### src/design/eeprom_pkg.sv
package eeprom_pkg;

    // storage geometry
    localparam int ADDR_W    = 11;
    localparam int DATA_W    = 8;
    localparam int PAGE_W    = 3;
    localparam int MEM_DEPTH = 2048;

    // page bits on top, word byte below
    typedef logic [ADDR_W-1:0] mem_addr_t;
    typedef logic [DATA_W-1:0] mem_data_t;
    typedef logic [PAGE_W-1:0] page_t;

    // serial target states
    typedef enum logic [3:0] {
        st_idle        = 4'd0,
        st_control     = 4'd1,
        st_control_ack = 4'd2,
        st_word_addr   = 4'd3,
        st_addr_ack    = 4'd4,
        st_write_data  = 4'd5,
        st_write_ack   = 4'd6,
        st_read_data   = 4'd7,
        st_read_ack    = 4'd8,
        st_ignore      = 4'd9
    } serial_state_e;

    // device type code in the upper nibble of the control byte
    localparam logic [3:0] DEVICE_CODE_DEFAULT = 4'b1010;

endpackage

### src/design/serial_target_fsm.sv
module serial_target_fsm #(
    parameter logic [3:0] device_code = eeprom_pkg::DEVICE_CODE_DEFAULT
) (
    input  logic                  sda,
    input  logic                  arst_n,
    input  logic                  scl_rise,
    input  logic                  scl_fall,
    input  logic                  sdio_bit,
    input  logic                  start_seen,
    input  logic                  stop_seen,
    output logic                  sdio_pull_low,
    output logic                  ser_req,
    output logic                  ser_we,
    output eeprom_pkg::mem_addr_t ser_addr,
    output eeprom_pkg::mem_data_t ser_wdata,
    input  eeprom_pkg::mem_data_t ser_rdata
);

    import eeprom_pkg::*;

    serial_state_e state;
    logic [3:0]    bit_cnt;
    logic          read_mode;
    logic          receiving;
    logic          byte_done;
    logic          code_ok;
    logic          tx_bit;
    mem_data_t     shift_q;
    mem_data_t     word_q;
    mem_data_t     wdata_q;
    mem_data_t     tx_q;
    page_t         page_q;

    assign receiving = (state == st_control) || (state == st_word_addr) ||
                       (state == st_write_data);
    assign byte_done = (bit_cnt == 4'd8);
    assign code_ok   = (shift_q[7:4] == device_code);

    // first bit comes straight from the store, the rest from the shifter
    assign tx_bit = (bit_cnt == 4'd0) ? ser_rdata[7] : tx_q[7];

    always_ff @(posedge sda or negedge arst_n)
    begin
        if (!arst_n)
        begin
            state         <= st_idle;
            bit_cnt       <= 4'd0;
            read_mode     <= 1'b0;
            sdio_pull_low <= 1'b0;
            ser_req       <= 1'b0;
            ser_we        <= 1'b0;
        end
        else
        begin
            ser_req <= 1'b0;
            if (start_seen)
            begin
                state         <= st_control;
                bit_cnt       <= 4'd0;
                sdio_pull_low <= 1'b0;
            end
            else if (stop_seen)
            begin
                state         <= st_idle;
                sdio_pull_low <= 1'b0;
            end
            else if (scl_rise)
            begin
                if (receiving && !byte_done)
                    bit_cnt <= bit_cnt + 4'd1;
            end
            else if (scl_fall)
            begin
                case (state)
                    st_control:
                        if (byte_done)
                        begin
                            if (code_ok)
                            begin
                                state         <= st_control_ack;
                                sdio_pull_low <= 1'b1;
                                read_mode     <= shift_q[0];
                            end
                            else
                                state <= st_ignore;
                        end
                    st_control_ack:
                    begin
                        sdio_pull_low <= 1'b0;
                        bit_cnt       <= 4'd0;
                        if (read_mode)
                        begin
                            // random read, fetch the byte now
                            state   <= st_read_data;
                            ser_req <= 1'b1;
                            ser_we  <= 1'b0;
                        end
                        else
                            state <= st_word_addr;
                    end
                    st_word_addr:
                        if (byte_done)
                        begin
                            state         <= st_addr_ack;
                            sdio_pull_low <= 1'b1;
                        end
                    st_addr_ack:
                    begin
                        sdio_pull_low <= 1'b0;
                        bit_cnt       <= 4'd0;
                        state         <= st_write_data;
                    end
                    st_write_data:
                        if (byte_done)
                        begin
                            state         <= st_write_ack;
                            sdio_pull_low <= 1'b1;
                        end
                    st_write_ack:
                    begin
                        // single byte only, then wait for stop
                        sdio_pull_low <= 1'b0;
                        ser_req       <= 1'b1;
                        ser_we        <= 1'b1;
                        state         <= st_ignore;
                    end
                    st_read_data:
                        if (byte_done)
                        begin
                            sdio_pull_low <= 1'b0;
                            state         <= st_read_ack;
                        end
                        else
                        begin
                            sdio_pull_low <= ~tx_bit;
                            bit_cnt       <= bit_cnt + 4'd1;
                        end
                    st_read_ack:
                        state <= st_ignore;
                    default:
                        state <= state;
                endcase
            end
        end
    end

    always_ff @(posedge sda)
    begin
        if (scl_rise && receiving && !byte_done)
            shift_q <= {shift_q[6:0], sdio_bit};
        if (scl_fall && byte_done)
        begin
            if (state == st_control && code_ok)
                page_q <= shift_q[3:1];
            if (state == st_word_addr)
                word_q <= shift_q;
            if (state == st_write_data)
                wdata_q <= shift_q;
        end
        if (scl_fall && state == st_read_data && !byte_done)
        begin
            if (bit_cnt == 4'd0)
                tx_q <= {ser_rdata[6:0], 1'b0};
            else
                tx_q <= {tx_q[6:0], 1'b0};
        end
    end

    // page and word survive a repeated start
    assign ser_addr  = {page_q, word_q};
    assign ser_wdata = wdata_q;

    a_pull_only_when_driving: assert property (@(posedge sda) disable iff (!arst_n)
        sdio_pull_low |-> state inside {st_control_ack, st_addr_ack, st_write_ack,
                                        st_read_data});

endmodule

### config.mk
export PLATFORM = sky130hd
export DESIGN_NAME = serial_target_fsm
export DESIGN_NICKNAME = d
export VERILOG_FILES = /design/src/design/eeprom_pkg.sv /design/src/design/serial_target_fsm.sv
export SDC_FILE = /design/constraint.sdc
export NUM_CORES = 1
export LEC_CHECK = 0
export ABC_AREA = 1
export CAP_MARGIN = 40
export CORE_ASPECT_RATIO = 2
export CORE_UTILIZATION = 60
export DETAILED_ROUTE_END_ITERATION = 6
export DONT_BUFFER_PORTS = 1
export GPL_ROUTABILITY_DRIVEN = 1
export PLACE_DENSITY = 0.8
export RECOVER_POWER = 25
export SLEW_MARGIN = 20
export SYNTH_ARGS = -nofsm -noshare
export SYNTH_HDL_FRONTEND = slang
export SYNTH_SLANG_ARGS = --single-unit
### constraint.sdc
create_clock -name sda -period 4.85 [get_ports sda]
set_input_delay 0.485 -clock sda [delete_from_list [all_inputs] [get_ports sda]]
set_output_delay 0.485 -clock sda [all_outputs]
set_load 0.005 [all_outputs]
* Yosys cells after proc, flatten, opt, wreduce, memory -nomap -nowiden
Index checks and enable logic that the tools add are counted.
** Storage, ports and cells
- Flip-flop bits (word level) :: 47
- Latch bits :: 0
- Memory bits (writable) :: 0
- ROM bits :: 0
- Input bits :: 15
- Output and inout port bits :: 22
- Logic and storage cells :: 103
- Memories :: 0
** Cells by class
- Add/subtract/negate cells :: 1
- $mul :: 0
- Divide/modulo/power cells :: 0
- Order comparisons :: 0
- Equality and inequality tests :: 21
- Shift operators :: 0
- Muxes and demuxes :: 37
- Bitwise gates (word level) :: 4
- Reduce and logical (&&, ||, !) cells :: 29
** Operator list (count)
- $mux W4 :: 15
- $pmux W4 S7 :: 1
- $ne A4 B4 Y1 const B :: 6
- $eq A4 B3 Y1 const B :: 4
- $mux W1 :: 15
- $reduce_and A7 Y1 :: 2
- $eq A4 B4 Y1 const B :: 3
- $reduce_and A6 Y1 :: 2
- $reduce_bool A9 Y1 :: 1
- $eq A4 B2 Y1 const B :: 2
- $mux W8 :: 1
- $pmux W4 S2 :: 1
- $logic_and A1 B1 Y1 :: 7
- $ne A3 B1 Y1 const B :: 2
- $reduce_and A2 Y1 :: 3
- $reduce_bool A3 Y1 :: 2
- $reduce_bool A6 Y1 :: 1
- $reduce_or A2 Y1 :: 3
- $reduce_and A5 Y1 :: 1
- $add A4 B1 Y4 const B :: 1
- $eq A4 B1 Y1 const B :: 1
- $logic_not A4 Y1 :: 1
- $ne A2 B2 Y1 const B :: 2
- $ne A4 B1 Y1 const B :: 1
- 9 further kinds :: 14

* Logic depth before layout (Yosys ltp)
- Depth in word-level cells :: 9
- Depth in mapped cells :: 11

* Least setup slack after synthesis
OpenSTA, ideal clock, no wires.
- Path kind :: reg2reg
- Start :: register bit_cnt[0]
- End :: register wdata_q[0], in the netlist ser_wdata[0], enable pin
- Setup time :: 0.383 ns
- Data arrival time :: 1.487 ns
- Data required time :: 4.467 ns
- Path slack :: 2.979 ns
- Stages on the path, launching flop included :: 5
- Path buffers :: 0
- Clock period less this slack :: 1.871 ns
- Cell sequence :: dfrtp_1 inv_1 ha_1 nand3_1 nor3_1
** On the way
- Cells in the longest elaborated chain, start to end :: 3
** RTL lines
- start, declared :: RTL line serial_target_fsm.sv:22 : logic [3:0] bit_cnt;
- start signal, assigned :: RTL line serial_target_fsm.sv:70 : bit_cnt <= bit_cnt + 4'd1;
- start signal, assigned :: RTL line serial_target_fsm.sv:136 : bit_cnt <= bit_cnt + 4'd1;
- $eq A4 B4 Y1 :: RTL line serial_target_fsm.sv:36 : assign byte_done = (bit_cnt == 4'd8);
- $logic_and A1 B1 Y1 :: RTL line serial_target_fsm.sv:151 : if (scl_fall && byte_done)
- $reduce_and A2 Y1 (no source line)
- end signal, assigned :: RTL line serial_target_fsm.sv:158 : wdata_q <= shift_q;
- end, declared :: RTL line serial_target_fsm.sv:30 : mem_data_t wdata_q;
No other way between the ends.
A chain may end at the register's enable or synchronous reset.

* Final worst setup path
- Start :: register bit_cnt[0]
- End :: register wdata_q[3], in the netlist ser_wdata[3], enable pin
Same word-level chain as after synthesis.

==> key figures <==
Finish
  • Ratio of cells with drive above 1 in the final layout: 17.2%
  • Area Overhead vs Synth: 7.21%
  • Nets: 225
  • Multi-input gate area: 707 sq um
  • Commonest non-fill, non-tap cell in the layout: nand2_1
  • Ant diodes: 0
  • Fin cells: 241
  • Fillers: 240
  • Commonest cells after routing, fill and taps aside: nand2_1, edfxtp_1, inv_1, nand3_1, dfrtp_1
  • FF/Latch Area: 0.00132 sq mm

Critical path
  • CP Cell Sequence: inv_1, ha_1, nand3_1, nor3_1, buf_2
  • Setup CP Type: reg2reg
  • CP Max Fanout: 7
  • Startpoint types: flop
  • Crit path required time: 4850 ps
  • Critical Path Max Stage Delay: 510 ps
  • CP Capture Type: flop
  • CP max stage cell: nor3_1
  • Crit path arrival time: 1990 ps

CTS
  • Worst-Skew Late Latency: 300 ps
  • Htree depth: 2
  • CTS tree: yes
  • Clk slew on worst S/H paths: 80 ps
  • Clock tree buffer depth: 2
  • Total CTS buffers: 5
  • Setup bufs post-CTS: 0
  • CTS Root Cell: clkbuf_8
  • Clk sinks: 46
  • CTS resizes: 0
  • Post-CTS Hold Buffers: 1

Synthesis
  • Yosys top cell area share: 47.9%
  • Synth Area in Compound Gates: 3.64%
  • Distinct cells, synth: 27
  • Mean Syn Cell Area: 10.7 sq um
  • Post-synthesis adder-cell area fraction: 1.17%
  • Xor and xnor area share after synthesis: 0.821%
  • YS warnings: 0
  • Combinational family with the most area after synthesis: simple AND/OR/NAND/NOR gates
  • Yosys reg bits: 46
  • Synthesized instance count: 200
  • Cell taking the most area after synthesis: edfxtp_1
  • Simple-gate share of the synthesized area: 27.5%
  • Post-synthesis mux area share: 0%
  • Sequential cell area fraction in the yosys report: 61.9%
  • Syn Std Cell Area: 0.00213 sq mm
  • Syn nets: 217
  • Synth area leaders: edfxtp_1, dfrtp_1, nand2_1, inv_1, nand3_1

Floorplanning
  • Core area: 0.00338 sq mm
  • Die area: 0.00381 sq mm
  • Die span in x: 44.2 microns
  • Cell Rows: 30
  • # IOs: 37
  • Initial core utilization: 63.1%
  • Die Y: 86.3 microns

Power and ir drop
  • Lkg Pwr: 0.981 nW
  • Peak supply drop: 0.330 mV
  • Pwr dens: 362 mW/mm^2

Routing
  • Post-route ant nets: 0
  • DRT iter0 DRCs: 77
  • Drt first pass iters: 7
  • Routed wire length: 3770 microns
  • Vias: 1412
  • Avg WL per Cell: 15.6 microns
  • Vias/cell: 5.86
  • # DRC: 3

Timing
  • Final Skew: 8.64 ps
  • Final Slew Violations: 0
  • Tcrit/Tclk final: 41.0%
  • Fin. Hold Viols: 0
  • Setup violators final: 0
  • Max Fclk: 503 MHz
  • Rel. slew slack: 60.3%
  • Shortest period the worst path allows: 1990 ps
  • Worst slew pin tran: 594 ps
  • Unrepaired setup endpoints after global routing: no
  • Fin Setup TNS: 0 ps

Global routing
  • Global route overflow: 0
  • Overall Global Routing Usage: 22.1%
  • First-pass GRT wire length: 6110 microns
  • Largest net degree at the start of global routing: 16
  • Initial antenna violation count: 0
  • Vias in the first global route: 1422

Placement
  • DP Cell Count: 232
  • GPL Wtd Cong: 0.848
  • Port Buffers: 0
  • DP HPWL: 3010 microns

Run status
  • Status: complete, but fails checks
  • Violated checks: DRC

Run
  • Max_cap viols: 0

Min path
  • Hold crit path type: in2reg
==> metrics by stage <==
| stage | utilization, % | total power [W] | area [sq um] | worst slack [ps] | hold WS, ps |
|---|---|---|---|---|---|
| after detailed placement | 64.1 | 0.000555 | 2160 | 2890 | 190 |
| after floorplan | - | 0.000538 | 2130 | 2980 | 189 |
| after global placement | 63.8 | 0.000550 | 2150 | 2700 | 190 |
| final | 67.7 | 0.000828 | 2290 | 2860 | 278 |
| after global routing | 67.7 | 0.000859 | 2290 | 2700 | 268 |
| after CTS | 67.7 | 0.000833 | 2290 | 2880 | 276 |
==> where the power goes <==
part           leakage, nW  internal (W)  switching (W)
combinational        0.452     0.0000265      0.0000557
sequential           0.471      0.000445      0.0000216
clock               0.0585      0.000154       0.000125
total                0.981      0.000626       0.000202
==> final cells by class <==
class | count | area share [%]
Tap cell | 32 | 1.75
Multi-Input combinational cell | 129 | 30.9
Sequential cell | 46 | 57.8
Timing Repair Buffer | 3 | 0.875
Clock inverter | 3 | 1.91
Clock buffer | 5 | 3.01
Inverter | 23 | 3.77
==> sequential cells by signal (all words and copies together) (netlist names) <==
name,cells
ser_wdata,8
tx_q,7
sdio_pull_low,1
ser_we,1
ser_req,1
state,4
bit_cnt,4
word_q,8
shift_q,8
page_q,3
read_mode,1
==> critical path, delay by kind of cell (launching register included) <==
| kind | cells | cell delay (ps) |
|---|---|---|
| fa+ha+maj | 1 | 170 |
| buf+inv | 2 | 370 |
| flops | 1 | 420 |
| simple gates | 2 | 740 |
==> final timing paths <==
kind / from / to / slack (ps) / depth (start not counted)
max: bit_cnt[0] / ser_wdata[3] / 2860 / 5
min reg2reg: shift_q[7] / word_q[7] / 510 / 0
max in group asynchronous: arst_n / ser_we / 3830 / 1
min: sdio_bit / shift_q[0] / 280 / 0
max reg2reg: bit_cnt[0] / ser_wdata[3] / 2860 / 5
min in group asynchronous: arst_n / bit_cnt[3] / 630 / 1
==> cell families (layout without fill, tap and decap cells) <==
group	Yosys count	in the layout
buf+inv	25	34
xor+xnor	2	2
compound gates	14	14
simple gates	111	111
flops	46	46
fa+ha+maj	2	2
==> metal layers <==
metal | track usage [%] | vias up | share of wire [%]
met4 | 9.92 | 0 | 3.4
met1 | 21.5 | 655 | 35
met5 | 0 | - | 0
li1 | - | 688 | -
met2 | 41.3 | 56 | 57
met3 | 5.42 | 13 | 4.8
==> cell usage after synthesis <==
library cell   n
nand2_1       54
edfxtp_1      34
inv_1         20
nand3_1       15
dfrtp_1       12
nor2_1         8
nand4_1        7
nand2_2        6
o21ai_1        5
nand3_2        4
nor2_4         4
nor3_1         4
o21ai_0        4
inv_2          3
nor2_2         3
a21oi_1        2
ha_1           2
nand2_4        2
nand3_4        2
o211ai_1       2
a21boi_0       1
buf_4          1
buf_6          1
nor3_2         1
or2_2          1
xnor2_1        1
xor2_1         1
Power figures use the tool's default switching activity.
