==> src/design/eeprom_pkg.sv <==
package eeprom_pkg;

    // storage geometry
    localparam int ADDR_W    = 11;
    localparam int DATA_W    = 8;
    localparam int PAGE_W    = 3;
    localparam int MEM_DEPTH = 2048;

    // page bits on top, word byte below
    typedef logic [ADDR_W-1:0] mem_addr_t;
    typedef logic [DATA_W-1:0] mem_data_t;
    typedef logic [PAGE_W-1:0] page_t;

    // serial target states
    typedef enum logic [3:0] {
        st_idle        = 4'd0,
        st_control     = 4'd1,
        st_control_ack = 4'd2,
        st_word_addr   = 4'd3,
        st_addr_ack    = 4'd4,
        st_write_data  = 4'd5,
        st_write_ack   = 4'd6,
        st_read_data   = 4'd7,
        st_read_ack    = 4'd8,
        st_ignore      = 4'd9
    } serial_state_e;

    // device type code in the upper nibble of the control byte
    localparam logic [3:0] DEVICE_CODE_DEFAULT = 4'b1010;

endpackage

==> src/design/apb_mem_port.sv <==
module apb_mem_port (
    input  logic                  sda,
    input  logic                  arst_n,
    input  logic                  psel,
    input  logic                  penable,
    input  logic                  pwrite,
    input  eeprom_pkg::mem_addr_t paddr,
    input  eeprom_pkg::mem_data_t pwdata,
    output eeprom_pkg::mem_data_t prdata,
    output logic                  pready,
    output logic                  cpu_req,
    output logic                  cpu_we,
    output eeprom_pkg::mem_addr_t cpu_addr,
    output eeprom_pkg::mem_data_t cpu_wdata,
    input  eeprom_pkg::mem_data_t cpu_rdata,
    input  logic                  cpu_gnt
);

    logic setup_phase;

    assign setup_phase = psel & ~penable;

    always_ff @(posedge sda or negedge arst_n)
    begin
        if (!arst_n)
        begin
            cpu_req <= 1'b0;
            pready  <= 1'b0;
        end
        else
        begin
            // request lives from first access cycle until granted
            if (cpu_gnt)
                cpu_req <= 1'b0;
            else if (setup_phase)
                cpu_req <= 1'b1;
            pready <= cpu_gnt;
        end
    end

    // latch the transfer in the setup phase
    always_ff @(posedge sda)
    begin
        if (setup_phase)
        begin
            cpu_we    <= pwrite;
            cpu_addr  <= paddr;
            cpu_wdata <= pwdata;
        end
    end

    // store holds cpu_rdata until the next granted access
    assign prdata = cpu_rdata;

    a_penable_needs_psel: assert property (@(posedge sda) disable iff (!arst_n)
        penable |-> psel);

endmodule

==> config.mk <==
export PLATFORM = sky130hd
export DESIGN_NAME = apb_mem_port
export DESIGN_NICKNAME = d
export VERILOG_FILES = /design/src/design/eeprom_pkg.sv /design/src/design/apb_mem_port.sv
export SDC_FILE = /design/constraint.sdc
export NUM_CORES = 1
export LEC_CHECK = 0
export ABC_AREA = 1
export BUFFER_PORTS_ARGS = -buffer_cell sky130_fd_sc_hd__buf_2
export CAP_MARGIN = 20
export CORE_ASPECT_RATIO = 0.7
export CORE_MARGIN = 3
export CORE_UTILIZATION = 36
export CTS_CLUSTER_SIZE = 30
export DETAILED_ROUTE_END_ITERATION = 12
export PLACE_DENSITY = 0.76
export SLEW_MARGIN = 20
export SYNTH_ARGS = -nofsm -noshare
export SYNTH_HDL_FRONTEND = slang
export SYNTH_SLANG_ARGS = --single-unit
==> constraint.sdc <==
create_clock -name sda -period 0.8 [get_ports sda]
set_clock_uncertainty 0.1 [all_clocks]
set_input_delay 0.16 -clock sda [delete_from_list [all_inputs] [get_ports sda]]
set_output_delay 0.16 -clock sda [all_outputs]
set_load 0.02 [all_outputs]
Word level (Yosys, flattened, before mapping)
Index checks and enable logic that the tools add are counted.
W data, S select, Z words.
{"block": "op_classes", "n_reduce_logical": 1, "shifts": 0, "mux": 2, "div_mod_pow": 0, "bitwise": 2, "multipliers": 0, "add_sub_neg": 0, "eq_ne": 0, "order_cmp": 0}
{"cell": "$mux W1", "count": 2}
{"cell": "$reduce_bool A2 Y1", "count": 1}
{"cell": "$and A1 B1 Y1", "count": 1}
{"cell": "$not A1 Y1", "count": 1}
{"block": "word_totals", "register_bits": 22, "memories": 0, "out_inout_bits": 30, "latchBits": 0, "wordCells": 10, "ram_bits": 0, "rom_bits": 0}

Logic depth before layout (Yosys ltp)
Gate-level depths: netlist (run 1).
{"block": "logic_depth", "ltp_word": 4, "mapped_depth": 3, "depth_no_buf": 3}

Least setup slack after synthesis (run 1)
No wires, ideal clock.
{"block": "synth_timing", "path_type": "input-to-reg", "startpoint": "input penable", "endpoint": "register cpu_addr[0] (enable)", "arrival_time_ns": 0.665, "setup_time_ns": 0.375, "required_time_ns": 0.325, "path_slack_ns": -0.340, "path_buffers": 0, "stages": 3, "cell_sequence": "inv_1 nand2_2 inv_1"}
{"block": "synth_between", "elab_chain_len": 2}
{"element": "start, declared", "line": "apb_mem_port.sv:5", "rtl": "input logic penable,"}
{"element": "$not A1 Y1", "line": "apb_mem_port.sv:21", "rtl": "assign setup_phase = psel & ~penable;"}
{"element": "$and A1 B1 Y1", "line": "apb_mem_port.sv:21"}
{"element": "via setup_phase", "line": "apb_mem_port.sv:19", "rtl": "logic setup_phase;"}
{"element": "end signal, assigned", "line": "apb_mem_port.sv:47", "rtl": "cpu_addr <= paddr;"}
{"element": "end, declared", "line": "apb_mem_port.sv:13", "rtl": "output eeprom_pkg::mem_addr_t cpu_addr,"}
The timed path passes the listed nets, and every way through them passes these cells.
A chain may end at the register's enable or synchronous reset.

Worst setup path after layout (run 1)
{"block": "layout_timing", "startpoint": "register cpu_wdata[1]", "endpoint": "output cpu_wdata[1]"}
{"element": "start, declared", "line": "apb_mem_port.sv:14", "rtl": "output eeprom_pkg::mem_data_t cpu_wdata,"}
{"element": "start signal, assigned", "line": "apb_mem_port.sv:48", "rtl": "cpu_wdata <= pwdata;"}
No word-level cell between the ends.

==> results.txt, run 1 <==
----------------------------------------------------
[Global route]
  Global-route wire length before repair ... 1863 um
  Total grt overflow ... 0
  Vias in the first global route ... 450
  Number of antenna violations at the first check in global routing ... 0
  Total GRT Usage ... 0.1028
  Maximum number of pins on one net before global-route repair ... 14

[Timing]
  Worst relative slew slack ... 0.8800
  Pin slew with the least headroom to its limit ... 180.0 ps
  Hold violation total from the final report ... 9
  Min setup slack post-route ... -330.2 ps
  Setup TNS ... -6983 ps
  Setup violation total in the final timing report ... 33
  Setup repair after global routing missed its margin ... true
  Max Freq ... 0.8848 GHz
  Worst hold slack after final layout ... -63.31 ps
  Final worst-path cycle share ... 1.413
  Clock period minus final worst setup slack ... around 1100 ps
  Number of pins with negative max-slew slack in the final report ... 0

[Run status]
  Violations in the final reports ... negative hold slack, negative setup slack
  Result of the run ... finished with violations

[Synth]
  Post-synth cell types ... 6
  Register area share after synthesis ... 0.8829
  Number of enable flip-flop cells after synthesis ... 20
  Xor and xnor fraction of the mapped netlist area ... 0
  Fraction of registers with async set/reset ... 0.09091
  Synthesized-area fraction occupied by adder cells ... 0
  Basic-gate share of the synthesized area counting and, or, nand and nor cells ... 0.008489
  Most frequent cell after synthesis ... sky130_fd_sc_hd__edfxtp_1
  Number of synthesized register bits ... 22
  Top cell type's share of synthesized area ... 0.8149
  Net count of the mapped netlist ... 68
  Top post-synthesis cells by count ... 20 x sky130_fd_sc_hd__edfxtp_1, 8 x sky130_fd_sc_hd__buf_4, 3 x sky130_fd_sc_hd__inv_1
  Largest family of logic cells by synthesized area ... buffers and inverters
  Mapped cell area ... 737.0 um2
  Dominant synthesized flop cell ... sky130_fd_sc_hd__edfxtp_1
  Synthesized-area fraction occupied by ao, oa, aoi and oai cells ... 0.01188
  Yosys Warn Count ... 0
  Fraction of synthesized area in multiplexers ... 0
  Cell taking the most area after synthesis ... sky130_fd_sc_hd__edfxtp_1
  Number of standard cells after synthesis ... 35
  Biggest area contributors in the synthesized netlist ... sky130_fd_sc_hd__edfxtp_1 81%, sky130_fd_sc_hd__buf_4 8.1%, sky130_fd_sc_hd__dfrtp_1 6.8%
  Average cell area after synthesis ... roughly 21 um2

[Worst setup path]
  Master of the slowest instance on the critical path ... sky130_fd_sc_hd__edfxtp_1
  Stages on the worst setup path ... 1
  Ordered cell list for the critical path ... buf_6
  Delay of the slowest critical-path stage ... 420 ps
  Critical Path Sink Type ... primary output
  Register-to-Register Path Depth ... 2
  Cell family with most CP delay ... flip-flops
  Worst Setup Path Type ... reg2out
  Crit-path max FO ... 1
  Data required, critical path ... 540 ps
  Critical path launch point type ... flop
  Crit path buffers/inverters ... 1
  Data arrival time at the worst-slack endpoint ... approximately 870 ps

[Floorplanning]
  Area of the placeable core ... between 0.0015 and 0.002 mm2
  Area of the die ... between 0.002 and 0.003 mm2
  Initial Utilization ... 0.3872
  Die X ... 60.08 um
  Chip Height ... 43.86 um
  Floorplan row count ... 13
  Number of top-level pins ... between 60 and 70

[Drt]
  Wire length per cell ... 13.07 um
  Number of DRC markers after the initial detailed-route iteration ... 4
  Detail Route Antenna Nets ... 0
  DR vias/cell ... ~4.2
  TritonRoute pass-1 iters ... 4
  Count of vias placed by the detailed router ... 484
  Final wirelength ... between 1500 and 2000 um
  Remaining DRCs ... 0

[Power and ir drop]
  Total power after layout ... 2.576 mW
  Maximum vdd drop ... 1926 uV
  Power per cell area ... 2042 mW/mm2
  Static leakage power ... 0.5386 nW

[Layout]
  Layout net count ... 127
  Filler cell count in the final layout ... 129
  Synthesis-to-finish area growth ... 71.14%
  Diode insertion count for antenna repair ... 0
  Share of post-route cells with drive strength above 1 ... 0.6129

[Flow run]
  Number of max-cap violations ... 0

[Hold path]
  Depth of the worst hold-timing path ... 1
  Worst hold path class ... in2reg

[CTS]
  Bufs on Longest Clock Path ... 2
  Clock Sink Count ... 22
  Clock tree from TritonCTS ... yes
  Clk root buf ... sky130_fd_sc_hd__clkbuf_4
  Number of buffers inserted by post-CTS setup repair ... 0
  Number of CTS-inserted buffers ... 3
  Clock latency on the worst-skew pair ... around 300 ps
  H-tree lvl count ... 1
  Register clock-pin slew on the reported worst setup and hold paths ... 120 ps

[Placed design]
  Detailed placement HPWL ... 996.9 um
  PortBufs ... 46
  GPL Wtd Cong ... approximately 0.61

----------------------------------------------------
per-layer routing:
metal	up-vias	wire [um]	track usage
met1	219	502	0.08462
met3	0	241	0.09821
li1	232	-	-
met4	0	0	0.03097
met2	33	759	0.1724
met5	-	0	0
placed cells by master, fill, tap and decap left out:
cell	instances
sky130_fd_sc_hd__buf_2	32
sky130_fd_sc_hd__edfxtp_1	20
sky130_fd_sc_hd__buf_6	14
sky130_fd_sc_hd__dlygate4sd3_1	13
sky130_fd_sc_hd__clkbuf_4	3
sky130_fd_sc_hd__buf_4	3
sky130_fd_sc_hd__dfrtp_1	2
sky130_fd_sc_hd__inv_16	1
sky130_fd_sc_hd__nand2_8	1
sky130_fd_sc_hd__clkinvlp_4	1
sky130_fd_sc_hd__inv_1	1
sky130_fd_sc_hd__a21oi_2	1
sky130_fd_sc_hd__bufinv_16	1
stage by stage:
step | setup WS, ps | utilization | area [um2] | cells | hold slack (ps)
after floorplan | -148.2 | - | 770.7 | 35 | -235.6
after global placement | -262.3 | 0.5207 | 991.0 | 98 | -153.8
after detailed placement | -282.0 | 0.5207 | 991.0 | 98 | -151.9
after CTS | -351.2 | 0.5819 | 1107 | 104 | -90.38
after global routing | -404.8 | 0.6627 | 1261 | 115 | -97.97
final | -330.2 | 0.6627 | 1261 | 115 | -63.31
layout make-up:
| class | instances | area [um2] | share of cell area |
|---|---|---|---|
| well taps | 22 | 27.53 | 0.02183 |
| repair buffers | 62 | 470.5 | 0.3730 |
| clock inverters | 1 | 30.03 | 0.02381 |
| inverters | 3 | 31.28 | 0.02480 |
| flip-flops and latches | 22 | 650.6 | 0.5159 |
| clock buffers | 3 | 22.52 | 0.01786 |
| multi-input cells | 2 | 28.78 | 0.02282 |
cell families after synthesis:
| group | Yosys count |
|---|---|
| buffers and inverters | 11 |
| AOI/OAI and AO/OA | 1 |
| and+or+nand+nor | 1 |
| DFF | 22 |
power by group:
group	switching (mW)	internal [mW]	leakage (nW)
Sequential	0.0283	1.34	0.212
Combinational	0.186	0.202	0.298
Clock	0.315	0.506	0.0279
timing repair:
item                                    in CTS  in global routing
endpoints found under the setup margin      22                 22
endpoints found under the hold margin       24                 20
gates resized for setup                     14                 14
hold buffers                                 2                 11
registers in the layout (all words and copies together) (netlist names):
name       cells
pready         1
cpu_req        1
cpu_wdata      8
cpu_we         1
cpu_addr      11
path summary, 6_finish.rpt:
check	startpoint	endpoint	slack [ps]
min in group asynchronous	arst_n	pready	50
hold reg to reg	cpu_req	cpu_req	470
max in group asynchronous	arst_n	cpu_req	460
setup / recovery	cpu_wdata[1]	cpu_wdata[1]	-330
setup reg to reg	cpu_req	cpu_req	50
hold / removal	pwdata[7]	cpu_wdata[7]	-60
Note: power is estimated with default switching activity, not from simulation.
==> run 2: changes to the inputs <==
--- a/config.mk
+++ b/config.mk
@@ -9,3 +9,2 @@
 export BUFFER_PORTS_ARGS = -buffer_cell sky130_fd_sc_hd__buf_2
-export CAP_MARGIN = 20
 export CORE_ASPECT_RATIO = 0.7
==> constraint.sdc (replaced) <==
create_clock -name sda -period 0.8 [get_ports sda]
set_clock_uncertainty 0.1 [all_clocks]
set_input_delay 0.04 -clock sda [delete_from_list [all_inputs] [get_ports sda]]
set_output_delay 0.04 -clock sda [all_outputs]
set_load 0.02 [all_outputs]
==> run 2 against run 1 <==
Against the previous run:
- the flow finishes with violations (negative setup slack)
- clock power about the same
- first-iteration DRC count decreased by 50%
- power increased by 4.6%
- critical path depth unchanged
- largest power group unchanged
==> results.txt, run 2 (synthesis gave the netlist of run 1 again) <==
----------------------------------------------------
[Run status]
  Result of the run ... finished with violations
  Violations in the final reports ... negative setup slack

[Worst setup path]
  Crit-path max FO ... 1 (unchanged)
  Crit path buffers/inverters ... 1 (unchanged)
  Worst Setup Path Type ... reg2out
  Start point of the critical path ... cpu_addr[9]
  Critical Path Sink Type ... primary output
  Data arrival time at the worst-slack endpoint ... 870 ps (about the same)
  Delay of the slowest critical-path stage ... 420 ps (about the same)
  Data required, critical path ... 660 ps (+120 ps)
  Master of the slowest instance on the critical path ... sky130_fd_sc_hd__edfxtp_1
  Worst r2r src ... cpu_req
  Ordered cell list for the critical path ... buf_6
  Cell family with most CP delay ... flip-flops
  Critical path launch point type ... flop

[Drt]
  Wire length per cell ... 13.64 um (+4.4%)
  Final wirelength ... 1828 um (+22%)
  Remaining DRCs ... 0 (unchanged)
  DR vias/cell ... 4.179 (-0.70%)
  TritonRoute pass-1 iters ... 3 (-1)
  Count of vias placed by the detailed router ... 560 (+16%)
  Number of DRC markers after the initial detailed-route iteration ... 2 (-2)
  Detail Route Antenna Nets ... 0 (unchanged)

[Placed design]
  Worst setup timing slack at the placement stage ... -162.0 ps (+120.0 ps)
  PortBufs ... 46 (unchanged)
  Detailed placement HPWL ... 996.9 um (unchanged)
  GPL Wtd Cong ... 0.6102 (unchanged)

[Flow run]
  Number of max-cap violations ... 0 (unchanged)

[Floorplanning]
  Die X ... 60.08 um (unchanged)
  Initial Utilization ... 0.3872 (unchanged)
  Number of top-level pins ... 63 (unchanged)
  Area of the placeable core ... 0.001903 mm2 (unchanged)
  Chip Height ... 43.86 um (unchanged)
  Area of the die ... 0.002635 mm2 (unchanged)
  Floorplan row count ... 13 (unchanged)

[CTS]
  Number of CTS-inserted buffers ... 3 (unchanged)
  Register clock-pin slew on the reported worst setup and hold paths ... 120 ps (about the same)
  Bufs on Longest Clock Path ... 2 (unchanged)
  Clock latency on the worst-skew pair ... 300 ps (about the same)
  H-tree lvl count ... 1 (unchanged)
  Cts-stage hold buffer count ... 31 (+29)
  Clock Sink Count ... 22 (unchanged)
  Clk root buf ... sky130_fd_sc_hd__clkbuf_4
  Clock tree from TritonCTS ... yes

[Timing]
  Min setup slack post-route ... -206.4 ps (+123.9 ps)
  Clock period minus final worst setup slack ... 1006 ps (-123.9 ps)
  Setup violation total in the final timing report ... 23 (-30%)
  Pin slew with the least headroom to its limit ... 234.2 ps (+54.25 ps)
  Setup repair after global routing missed its margin ... true
  Number of pins with negative max-slew slack in the final report ... 0 (unchanged)
  Hold violation total from the final report ... 0 (-9)
  Worst hold slack after final layout ... 11.51 ps (+74.81 ps)
  Max Freq ... 0.9937 GHz (+12%)
  Worst relative slew slack ... 0.8445 (-0.03549)
  Setup TNS ... -3970 ps (+3013 ps)
  Final worst-path cycle share ... 1.258 (-0.1548)

[Global route]
  Maximum number of pins on one net before global-route repair ... 14 (unchanged)
  Peak-usage layer in the global routing report ... met2
  Total grt overflow ... 0 (unchanged)
  Number of antenna violations at the first check in global routing ... 0 (unchanged)
  Met3 track utilization from global routing ... 0.08333 (-0.01488)
  Met1 GRT Util ... 0.1564 (+0.07176)
  Total GRT Usage ... 0.1469 (+0.04407)
  GR Util met2 ... 0.2629 (+0.09052)
  Vias in the first global route ... 607 (+35%)
  Global-route wire length before repair ... 2739 um (+47%)

[Layout]
  Number of flip-flops in the largest register ... 11 (unchanged)
  Layout net count ... 146 (+15%)
  Biggest registers after layout ... cpu_addr: 11 flops, cpu_wdata: 8 flops
  Register with the most flip-flops ... cpu_addr
  Leading cell type in the layout, fill and taps excluded ... sky130_fd_sc_hd__buf_2
  Share of post-route cells with drive strength above 1 ... 0.5268 (-0.08612)
  Commonest non-fill, non-tap cells in the layout ... 31 x sky130_fd_sc_hd__buf_2, 23 x sky130_fd_sc_hd__dlygate4sd3_1, 20 x sky130_fd_sc_hd__edfxtp_1
  Synthesis-to-finish area growth ... 100.2%
  Diode insertion count for antenna repair ... 0 (unchanged)
  Core occupancy in the finished layout ... 0.7751 (+0.1124)

[Hold path]
  Hold_sp ... psel
  Worst hold path class ... in2reg

[Power and ir drop]
  Power per cell area ... 1826 mW/mm2 (-11%)
  Static leakage power ... 0.6919 nW (+28%)
  Maximum vdd drop ... 1808 uV (-6.1%)

----------------------------------------------------
==> run 2: metrics by stage <==
step                      total power, mW  cell area [um2]  std cells
after global routing                2.802             1475        134
after floorplan                     1.575            770.7         35
final                               2.694             1475        134
after CTS                           2.664             1398        133
after global placement              1.659            991.0         98
after detailed placement            1.667            991.0         98
==> run 2: power breakdown <==
part	total, mW	leakage, nW	switching [mW]	internal (mW)
logic	0.510	0.451	0.235	0.275
registers	1.37	0.212	0.0285	1.34
clock network	0.818	0.0279	0.312	0.506
total	2.69	0.692	0.575	2.12
==> run 2: worst reg2reg max path: cells and delay by family (launching register included) <==
| kind | cells | cell delay, ps |
|---|---|---|
| buffers and inverters | 2 | 190 |
| AOI/OAI and AO/OA | 1 | 50 |
| DFF | 1 | 410 |
==> run 2: final cells by class <==
type                    count  area, um2
clock buffers               3      22.52
clock inverters             1      30.03
fillers                   103      427.9
inverters                   3      31.28
multi-input cells           2      28.78
flip-flops and latches     22      650.6
well taps                  22      27.53
repair buffers             81      684.4
==> run 2: routing by layer <==
metal,wire [um],vias up,part of all wire
li1,-,268,-
met1,659,257,0.36
met2,939,35,0.51
met3,228,0,0.12
met4,0,0,0
met5,0,-,0
==> run 2: timing repair <==
action / CTS / global route
buffers inserted: 0 / 1
resized for setup: 14 / 25
pin swaps: 0 / 0
endpoints found under the setup margin: 22 / 30
hold endpoints to repair: 32 / 1
==> run 2: final timing paths <==
kind,end,slack [ps],depth (start not counted)
max in group asynchronous,cpu_req,10,3
worst min-delay path,cpu_req,10,4
worst min register to register,cpu_req,560,3
min in group asynchronous,pready,490,3
worst max-delay path,cpu_addr[9],-210,1
worst max register to register,cpu_req,-30,3
