**config.mk**
```make
export PLATFORM = sky130hd
export DESIGN_NAME = serial_line_sync
export DESIGN_NICKNAME = d
export VERILOG_FILES = /design/src/design/serial_line_sync.sv
export SDC_FILE = /design/constraint.sdc
export NUM_CORES = 1
export LEC_CHECK = 0
export BUFFER_PORTS_ARGS = -buffer_cell sky130_fd_sc_hd__clkbuf_2
export CORE_AREA = 2 2 39 41
export CTS_BUF_LIST = sky130_fd_sc_hd__clkbuf_4 sky130_fd_sc_hd__clkbuf_8
export DETAILED_ROUTE_END_ITERATION = 12
export DIE_AREA = 0 0 41 43
export GPL_TIMING_DRIVEN = 0
export SLEW_MARGIN = 10
export SYNTH_ARGS = -nofsm -noshare
export SYNTH_HDL_FRONTEND = slang
export SYNTH_SLANG_ARGS = --single-unit
```
**constraint.sdc**
```tcl
create_clock -name sda -period 1.24 [get_ports sda]
set_clock_uncertainty 0.05 [all_clocks]
set_input_delay 0.248 -clock sda [delete_from_list [all_inputs] [get_ports sda]]
set_output_delay 0.248 -clock sda [all_outputs]
set_load 0.05 [all_outputs]
```
**src/design/serial_line_sync.sv**
```systemverilog
module serial_line_sync (
    input  logic sda,
    input  logic arst_n,
    input  logic scl,
    input  logic sdio_in,
    output logic scl_rise,
    output logic scl_fall,
    output logic sdio_bit,
    output logic start_seen,
    output logic stop_seen
);

    logic [1:0] scl_sync;
    logic [1:0] sdio_sync;
    logic       scl_q;
    logic       sdio_q;
    logic       scl_s;
    logic       sdio_s;

    // bus idles high, so reset everything to one
    always_ff @(posedge sda or negedge arst_n)
    begin
        if (!arst_n)
        begin
            scl_sync  <= 2'b11;
            sdio_sync <= 2'b11;
            scl_q     <= 1'b1;
            sdio_q    <= 1'b1;
        end
        else
        begin
            scl_sync  <= {scl_sync[0], scl};
            sdio_sync <= {sdio_sync[0], sdio_in};
            scl_q     <= scl_s;
            sdio_q    <= sdio_s;
        end
    end

    assign scl_s  = scl_sync[1];
    assign sdio_s = sdio_sync[1];

    assign scl_rise = scl_s & ~scl_q;
    assign scl_fall = ~scl_s & scl_q;
    assign sdio_bit = sdio_s;

    // data edges only count while scl stays high
    assign start_seen = scl_s & scl_q & sdio_q & ~sdio_s;
    assign stop_seen  = scl_s & scl_q & ~sdio_q & sdio_s;

endmodule

```
Word-level counts from Yosys, hierarchy flattened
Cells that the tools add are included.
{"block": "word_totals", "output_inout_bits": 5, "register_bits": 6, "input_bits": 4, "elab_cells": 15}
{"block": "op_classes", "bitwise_logic": 11}
{"op": "$and A1 B1 Y1", "count": 7}
{"op": "$not A1 Y1", "count": 4}

Depth between registers and ports, before layout
Gate-level depths: netlist (run 1).
{"block": "logic_depth", "ltp_word": 3, "depth_mapped": 1, "depth_no_buf": 1}

Worst setup path after synthesis (run 1)
OpenSTA, ideal clock, no wires.
{"block": "synth_timing", "kind": "register to output", "startpoint": "register scl_sync[1]", "endpoint": "output scl_rise", "path_slack_ns": -0.307, "t_arrival_ns": 1.249, "stages_incl_launch_ff": 2, "t_required_ns": 0.942, "n_path_buf": 0, "path_cell_list": "dfstp_2 -> nor2b_1"}
{"block": "synth_via", "elab_chain_cells": 1}
{"element": "start, declared", "line_no": "13", "text": "logic [1:0] scl_sync;"}
{"element": "start signal, assigned", "line_no": "32", "text": "scl_sync <= {scl_sync[0], scl};"}
{"element": "$and A1 B1 Y1", "line_no": "42", "text": "assign scl_rise = scl_s & ~scl_q;"}
{"element": "end, declared", "line_no": "6", "text": "output logic scl_rise,"}
No other way between the ends.

Final worst setup path (run 1)
{"block": "layout_timing", "startpoint": "register scl_sync[1]", "endpoint": "output stop_seen"}
{"block": "layout_via", "elab_chain_cells": 3}
{"element": "$and A1 B1 Y1 (3 in a row)", "line_no": "48", "text": "assign stop_seen = scl_s & scl_q & ~sdio_q & sdio_s;"}
{"element": "end, declared", "line_no": "10", "text": "output logic stop_seen"}
No other way between the ends.

==> results.py, run 1 <==
metrics = {
    "outcome": {
        "violations": "setup timing",
        "status": "finished with violations",
    },
    "critical_path": {
        "worstPathArrival_ns": 1.18,
        "crit_type": "flop to output pin",
        "path_max_fanout": 4,
        "cp-end-kind": "output pin",
        "cp_slowest_cell": "dfstp_2",
        "crit_chain": "and4b_4, clkbuf_16",
        "critPathMaxStageDelay_ns": 0.54,
        "timing.rr.end": "scl_q",
        "r2r_slack_ns": 0.47,
        "cp_num_buf_inv": 1,
        "worst-path-stages": 2,
        "critPathTopFamily": "flip-flops",
        "r2r_start": "scl_sync[1]",
        "start_kind": "flop",
        "cp.required_ns": 0.94,
        "reg2reg_depth": 1,
    },
    "floorplanning": {
        "initial_utilization_pct": 13.7,
        "rows": 14,
        "die_area_um2": 1760,
        "io_pins": 9,
        "die_h_um": 43,
        "dieWidth_um": 41,
        "core-area_um2": 1380,
    },
    "route": {
        "wirelength_um": 380,
        "drt-pass1-iter-count": 1,
        "drc": 0,
        "routedWlPerCell_um": 9.27,
        "ant_nets": 0,
        "vias": 141,
        "drt_iter0_markers": 0,
        "vias_per_cell": 3.44,
    },
    "finish": {
        "stdcell_count": 41,
        "finalNetCount": 31,
        "num_antenna_cells": 0,
        "final_common_cell": "dfstp_2",
        "drive_above_1_share_pct": 96.0,
        "syn2layout_area_growth_pct": 105,
        "layout_common_cells": "6 x dfstp_2, 3 x clkbuf_4, 3 x clkbuf_2, 3 x buf_8, 3 x buf_4",
    },
    "global_routing": {
        "grt_use_met1_pct": 5.26,
        "overflow": 0,
        "track_usage_pct": 6.77,
        "grt_pass1_vias": 174,
        "top_usage_layer": "met2",
        "grt_pass1_wl_um": 696,
        "use_met2_pct": 9.38,
        "grt_max_degree": 7,
        "grt_antenna_before_repair": 0,
        "met3_usage_pct": 4.71,
    },
    "clock_network": {
        "clk_latency_ns": 0.24,
        "clock-sinks": 6,
        "clk_pin_slew_ns": 0.04,
        "htreeDepth": 1,
        "cts_made_buffers": 3,
        "clock_tree.root_cell": "clkbuf_4",
        "cts_tree": "done",
        "cts_max_path_buffers": 2,
    },
    "sta": {
        "fmax_mhz": 678,
        "min_period_over_period_pct": 119,
        "post-route-min-period_ns": 1.47,
        "rsz0062_at_grt": "true",
        "fin_ws_ns": -0.234,
        "slew_violations": 0,
        "tightest_slew_ns": 0.142,
        "final-hold-violation-count": 0,
        "tns_ns": -0.839,
        "whs_ns": 0.0398,
        "finalSetupViolations": 5,
        "slew_headroom_pct": 90.5,
    },
    "place": {
        "gp_congestion": 0.535,
        "pre_cts_slack_ns": -0.121,
        "place_inst": 34,
        "io_buffers": 8,
    },
    "min_path": {
        "holdPathEnd": "scl_sync[0]",
        "hp-start": "scl",
        "hold_depth": 1,
        "holdCritPathClass": "primary input to flop",
    },
    "pwr": {
        "p_per_area_nw_per_um2": 1200,
        "power.leakage_nw": 0.173,
        "ir_drop_mv": 0.270,
        "finalPower_mw": 0.469,
    },
    "synth": {
        "yosysWarnings": 0,
        "synth-seq-area-share_pct": 82.9,
        "syn_avg_cell_area_um2": 19.0,
        "synth_cells": 10,
        "synth_nets": 14,
        "syn-cell-area_um2": 190,
        "synth_cell_types": 3,
        "ys_ff_latch": 6,
    },
    "run": {
        "maxCapViolCount": 0,
    },
}
layout make-up:
cell class                      instances  area [µm²]
Sequential cell                         6         158
Clock buffer                            3        22.5
Timing Repair Buffer                   12         143
Tap cell                               16        20.0
Fill cell                             146         993
Multi-Input combinational cell          4        47.5
power breakdown:
| group | total, mW | internal (mW) | switching [mW] |
|---|---|---|---|
| Clock | 0.170 | 0.109 | 0.0609 |
| Combinational | 0.0782 | 0.0398 | 0.0384 |
| Sequential | 0.221 | 0.215 | 0.00620 |
| Total | 0.469 | 0.363 | 0.105 |
what timing repair did:
item                       4_1_cts  5_1_grt
hold endpoints to repair         6        0
setup endpoints to repair        5        5
hold buffers                     1        0
gates cloned                     0        0
pin swaps                        2        0
buffers inserted                 3        0
gates resized for setup         12        3
cells in the mapped netlist:
cell type,n,share of area (%)
nor2b_1,2,6.6
dfstp_2,6,83
and4b_1,2,11
through the flow:
| step | utilization, % | instance area, µm² |
|---|---|---|
| after floorplan | - | 205 |
| after global placement | 19.2 | 265 |
| after detailed placement | 19.2 | 265 |
| after CTS | 27.9 | 387 |
| after global routing | 28.2 | 390 |
| final | 28.2 | 390 |
metal layers:
layer / vias to the layer above / share of wire (%)
met3: 0 / 9.7
met4: 0 / 0
met5: - / 0
met2: 9 / 54
li1: 64 / -
met1: 68 / 36
worst max-delay path by stage:
stage / start / end
5_1_grt: scl_q / stop_seen
6_report: scl_sync[1] / stop_seen
2_1_floorplan: sdio_sync[1] / stop_seen
4_1_cts: scl_q / stop_seen
3_3_place_gp: scl_sync[1] / stop_seen
3_5_place_dp: scl_sync[1] / stop_seen
sequential cells by signal (all words and copies together), names as in the netlist:
name       flops
scl_q          1
scl_sync       2
sdio_q         1
sdio_sync      2
kinds of logic after synthesis:
kind of cell     count (synthesis)  share of synthesized area [%]
AND/OR/NAND/NOR                  4                           17.1
flip-flops                       6                           82.9
No activity file was read; power rests on OpenSTA's default activity.
==> run 2: changes to the inputs <==
Settings changed: CELL_PAD_IN_SITES_DETAIL_PLACEMENT from default to 1, CELL_PAD_IN_SITES_GLOBAL_PLACEMENT from default to 2, PLACE_DENSITY_LB_ADDON from default to 0.1.
==> run 2 against run 1 <==
  * The run still ends with setup timing left
  * Maximum frequency shrank 1.3%
  * Sequential share of layout area shrank 0.51 points
  * Largest cell class unchanged
  * Critical endpoint unchanged
  * Design area grew 1.3%
  * Count of clock-buffer cells in the layout is the same
  * Highest routed layer unchanged
  * Critical path depth is the same
  * Utilization grew 0.36 points
  * Worst setup slack lost 0.019 ns
  * Routed wire length shrank 3.2%
  * Cell count is the same
  * Register-to-register slack gained 0.10 ns
==> results.py, run 2 (synthesis gave the netlist of run 1 again) <==
metrics = {
    "clock_network": {
        "cts_max_path_buffers": 2,
        "clk_pin_slew_ns": 0.04,
        "clock_tree.root_cell": "clkbuf_4",
        "clock-sinks": 6,
        "cts_tree": "done",
        "clk_latency_ns": 0.23,
        "cts_made_buffers": 3,
        "htreeDepth": 1,
    },
    "finish": {
        "finalNetCount": 31,
        "final_common_cell": "dfstp_2",
        "largestRegisters": "scl_sync (2), sdio_sync (2)",
        "num_antenna_cells": 0,
        "layout_common_cells": "6 x dfstp_2, 3 x clkbuf_4, 3 x clkbuf_2, 3 x buf_8, 3 x buf_4",
        "drive_above_1_share_pct": 96.0,
        "finalCoreUtilization_pct": 28.6,
        "syn2layout_area_growth_pct": 108,
    },
    "pwr": {
        "pwr-share-seq_pct": 47.0,
        "ir_drop_mv": 0.468,
        "p_sw_share_pct": 22.5,
        "clkPwrFrac_pct": 36.0,
        "power.leakage_nw": 0.177,
        "switchingPower_mw": 0.106,
        "p_per_area_nw_per_um2": 1190,
        "p_int_mw": 0.365,
        "combinationalPowerShare_pct": 16.9,
    },
    "route": {
        "met3WireLength_um": 46,
        "wirelength_um": 368,
        "vias_per_cell": 3.54,
        "drt-pass1-iter-count": 1,
        "top_layer": "met3",
        "drt_iter0_markers": 0,
        "wl_met2_um": 186,
        "wl_met1_um": 134,
        "ant_nets": 0,
        "drc": 0,
        "routedWlPerCell_um": 8.98,
        "vias": 145,
    },
    "sta": {
        "slew_headroom_pct": 89.8,
        "post-route-min-period_ns": 1.49,
        "rsz0062_at_grt": "true",
        "finalSetupViolations": 5,
        "final-hold-violation-count": 0,
        "tns_ns": -0.886,
        "fin_ws_ns": -0.253,
        "tightest_slew_ns": 0.153,
        "slew_violations": 0,
        "fmax_mhz": 670,
        "min_period_over_period_pct": 120,
    },
    "critical_path": {
        "crit_chain": "and4b_4, clkbuf_16",
        "critPathTopFamily": "flip-flops",
        "r2r_slack_ns": 0.57,
        "cp_slowest_cell": "dfstp_2",
        "cp.required_ns": 0.94,
        "cp_num_buf_inv": 1,
        "start_kind": "flop",
        "crit_type": "flop to output pin",
        "worstPathArrival_ns": 1.20,
        "path_max_fanout": 5,
        "cp-end-kind": "output pin",
        "critPathMaxStageDelay_ns": 0.56,
    },
    "place": {
        "gp_congestion": 0.587,
        "io_buffers": 8,
    },
    "outcome": {
        "status": "finished with violations",
        "violations": "setup timing",
    },
    "floorplanning": {
        "core-area_um2": 1380,
        "rows": 14,
        "die_h_um": 43,
        "dieWidth_um": 41,
        "io_pins": 9,
        "die_area_um2": 1760,
        "initial_utilization_pct": 13.7,
    },
    "global_routing": {
        "grt_pass1_wl_um": 662,
        "track_usage_pct": 6.16,
        "grt_pass1_vias": 166,
        "grt_antenna_before_repair": 0,
        "grt_max_degree": 7,
        "overflow": 0,
    },
    "min_path": {
        "holdCritPathClass": "primary input to flop",
    },
    "run": {
        "maxCapViolCount": 0,
    },
}
[run 2: cell counts in the layout (fill, tap and decap cells not counted)]
Identical to the previous run, type by type.
[run 2: power by group through the flow]
stage	logic, mW	clock network, mW	registers, mW
final	0.0797	0.170	0.221
after global routing	0.0843	0.198	0.223
after CTS	0.0758	0.180	0.221
after detailed placement	0.0475	0	0.225
after global placement	0.0474	0	0.224
after floorplan	0.0264	0	0.229
[run 2: routing by layer]
metal,up-vias,global-route usage [%]
li1,64,-
met1,72,6.56
met2,9,7.50
met3,0,2.62
met4,0,8.00
met5,-,0
[run 2: final cells by class]
cell class / count / area [µm²]
Fill cell: 154 / 988
Sequential cell: 6 / 158
Clock buffer: 3 / 22.5
Tap cell: 16 / 20.0
Multi-Input combinational cell: 4 / 52.6
Timing Repair Buffer: 12 / 143
[run 2: repair_timing]
action | 4_1_cts | 5_1_grt
setup endpoints to repair | 5 | 5
resized for setup | 12 | 4
pin swaps | 1 | 0
buffers inserted | 3 | 0
hold buffers | 1 | 0
hold endpoints to repair | 6 | 0
[run 2: path summary, 6_finish.rpt]
path                              start            to  cells after the start
setup reg to reg            scl_sync[1]         scl_q                      0
hold / removal                      scl   scl_sync[0]                      1
min in group asynchronous        arst_n         scl_q                      2
max in group asynchronous        arst_n  sdio_sync[0]                      2
hold reg to reg            sdio_sync[0]  sdio_sync[1]                      0
setup / recovery            scl_sync[1]     stop_seen                      2
[run 2: stage by stage]
step / worst slack, ns / std cells / total power [mW] / hold WS (ns) / area, µm²
global route: -0.298 / 41 / 0.505 / 0.0330 / 395
finish: -0.253 / 41 / 0.471 / 0.0452 / 395
floorplan: -0.135 / 10 / 0.256 / 0.0502 / 205
detailed placement: -0.128 / 34 / 0.272 / 0.238 / 265
global placement: -0.127 / 34 / 0.272 / 0.239 / 265
CTS: -0.264 / 41 / 0.477 / 0.0376 / 387
==> run 3: changes to the inputs <==
Settings changed: PLACE_DENSITY from default to 0.54, PLACE_DENSITY_LB_ADDON 0.1 to default.
==> run 3 against run 2 <==
  * The run still ends with setup timing left
  * Cell count unchanged
  * Power down 1.0%
  * Utilization down 1.6 points
  * Critical path depth unchanged
==> results.py, run 3 (synthesis gave the netlist of run 1 again) <==
metrics = {
    "finish": {
        "finalCoreUtilization_pct": 26.9,
        "fillers": 155,
        "finalNetCount": 31,
        "largestRegisters": "scl_sync (2), sdio_sync (2)",
        "num_antenna_cells": 0,
        "final_common_cell": "dfstp_2",
        "layout_common_cells": "6 x dfstp_2, 4 x buf_4, 3 x clkbuf_4, 3 x clkbuf_2, 3 x buf_8",
        "syn2layout_area_growth_pct": 96.1,
        "final_area_um2": 373,
        "stdcell_count": 41,
        "drive_above_1_share_pct": 96.0,
    },
    "pwr": {
        "p_per_area_nw_per_um2": 1250,
        "ir_drop_mv": 0.289,
        "power.leakage_nw": 0.165,
    },
    "sta": {
        "final-hold-violation-count": 0,
        "rsz0062_at_grt": "true",
        "post-route-min-period_ns": 1.49,
        "min_period_over_period_pct": 120,
        "slew_violations": 0,
        "tightest_slew_ns": 0.143,
        "fin_ws_ns": -0.251,
        "finalSetupViolations": 5,
        "slew_headroom_pct": 90.5,
        "fmax_mhz": 671,
    },
    "place": {
        "place_inst": 34,
        "placed_area_um2": 265,
        "gp_congestion": 0.518,
        "io_buffers": 8,
    },
    "route": {
        "drt_iter0_markers": 0,
        "drc": 0,
        "vias_per_cell": 3.54,
        "ant_nets": 0,
        "drt-pass1-iter-count": 1,
        "wirelength_um": 396,
        "vias": 145,
        "routedWlPerCell_um": 9.66,
    },
    "critical_path": {
        "cp_slowest_cell": "dfstp_2",
        "cp-end-kind": "output pin",
        "critPathMaxStageDelay_ns": 0.55,
        "start_kind": "flop",
        "worstPathArrival_ns": 1.19,
        "crit_type": "flop to output pin",
        "startpoint": "sdio_sync[1]",
        "path_max_fanout": 4,
        "r2r_start": "sdio_sync[1]",
        "crit_chain": "and4b_4, clkbuf_16",
        "cp.required_ns": 0.94,
    },
    "clock_network": {
        "clk_latency_ns": 0.24,
        "cts_made_buffers": 3,
        "cts_max_path_buffers": 2,
        "clock_tree.root_cell": "clkbuf_4",
        "clock-sinks": 6,
        "htreeDepth": 1,
        "clk_pin_slew_ns": 0.04,
        "cts_tree": "done",
    },
    "global_routing": {
        "grt_pass1_wl_um": 655,
        "grt_max_degree": 7,
        "grt_use_met1_pct": 3.64,
        "track_usage_pct": 6.38,
        "overflow": 0,
        "met3_usage_pct": 3.14,
        "grt_antenna_before_repair": 0,
        "grt_pass1_vias": 187,
        "top_usage_layer": "met2",
        "use_met2_pct": 10.6,
    },
    "outcome": {
        "violations": "setup timing",
        "status": "finished with violations",
    },
    "min_path": {
        "holdCritPathClass": "primary input to flop",
        "hp-start": "scl",
    },
    "floorplanning": {
        "io_pins": 9,
        "die_area_um2": 1760,
        "initial_utilization_pct": 13.7,
        "core-area_um2": 1380,
        "dieWidth_um": 41,
        "die_h_um": 43,
        "rows": 14,
    },
    "run": {
        "maxCapViolCount": 0,
    },
}
-- run 3: cell count changes in the layout (fill, tap and decap cells not counted) --
cell       change
buf_4          +1
nor2b_4        -1
clkbuf_16      -1
nor2b_2        +1
-- run 3: worst paths after layout --
check                         endpoint  slack [ns]  cells past startpoint
max in group asynchronous       sdio_q        0.60                      2
setup reg to reg                sdio_q        0.48                      1
min in group asynchronous  scl_sync[0]        0.52                      2
hold reg to reg            scl_sync[1]        0.30                      0
hold / removal             scl_sync[0]        0.04                      1
setup / recovery             stop_seen       -0.25                      2
-- run 3: worst max-delay path: cells and delay by family, from the launching register on --
family,cells,cell delay [ns]
flops,1,0.55
simple gates,1,0.25
buf+inv,1,0.16
-- run 3: where the power goes --
| group | leakage, nW | switching, mW | internal (mW) |
|---|---|---|---|
| Clock | 0.0138 | 0.0632 | 0.109 |
| Sequential | 0.0631 | 0.00723 | 0.215 |
| Combinational | 0.0882 | 0.0371 | 0.0346 |
| Total | 0.165 | 0.107 | 0.358 |
-- run 3: final cells by class --
| type | instances | area (µm²) | area share [%] |
|---|---|---|---|
| multi-input combinational | 4 | 47.5 | 12.8 |
| sequential | 6 | 158 | 42.3 |
| timing repair buffer | 12 | 125 | 33.6 |
| tap | 16 | 20.0 | 5.37 |
| clock buffer | 3 | 22.5 | 6.04 |
-- run 3: per-layer routing --
| layer | share of wire, % | vias up |
|---|---|---|
| met5 | 0 | - |
| met4 | 0 | 0 |
| met3 | 8.3 | 0 |
| met2 | 58 | 9 |
| met1 | 34 | 71 |
| li1 | - | 65 |
-- run 3: repair_timing --
item | 4_1_cts | 5_1_grt
pin swaps | 1 | 1
hold buffers | 1 | 0
setup endpoints to repair | 5 | 5
gates resized for setup | 10 | 4
setup buffers | 3 | 0
endpoints found under the hold margin | 6 | 0
-- run 3: stage by stage --
step / hold WS [ns] / power [mW] / worst slack (ns) / setup TNS, ns
CTS: 0.0312 / 0.478 / -0.273 / -1.02
detailed placement: 0.239 / 0.274 / -0.131 / -0.324
finish: 0.0408 / 0.466 / -0.251 / -0.858
global route: 0.0298 / 0.495 / -0.290 / -1.06
global placement: 0.216 / 0.269 / -0.0998 / -0.216
floorplan: 0.0502 / 0.256 / -0.135 / -0.341
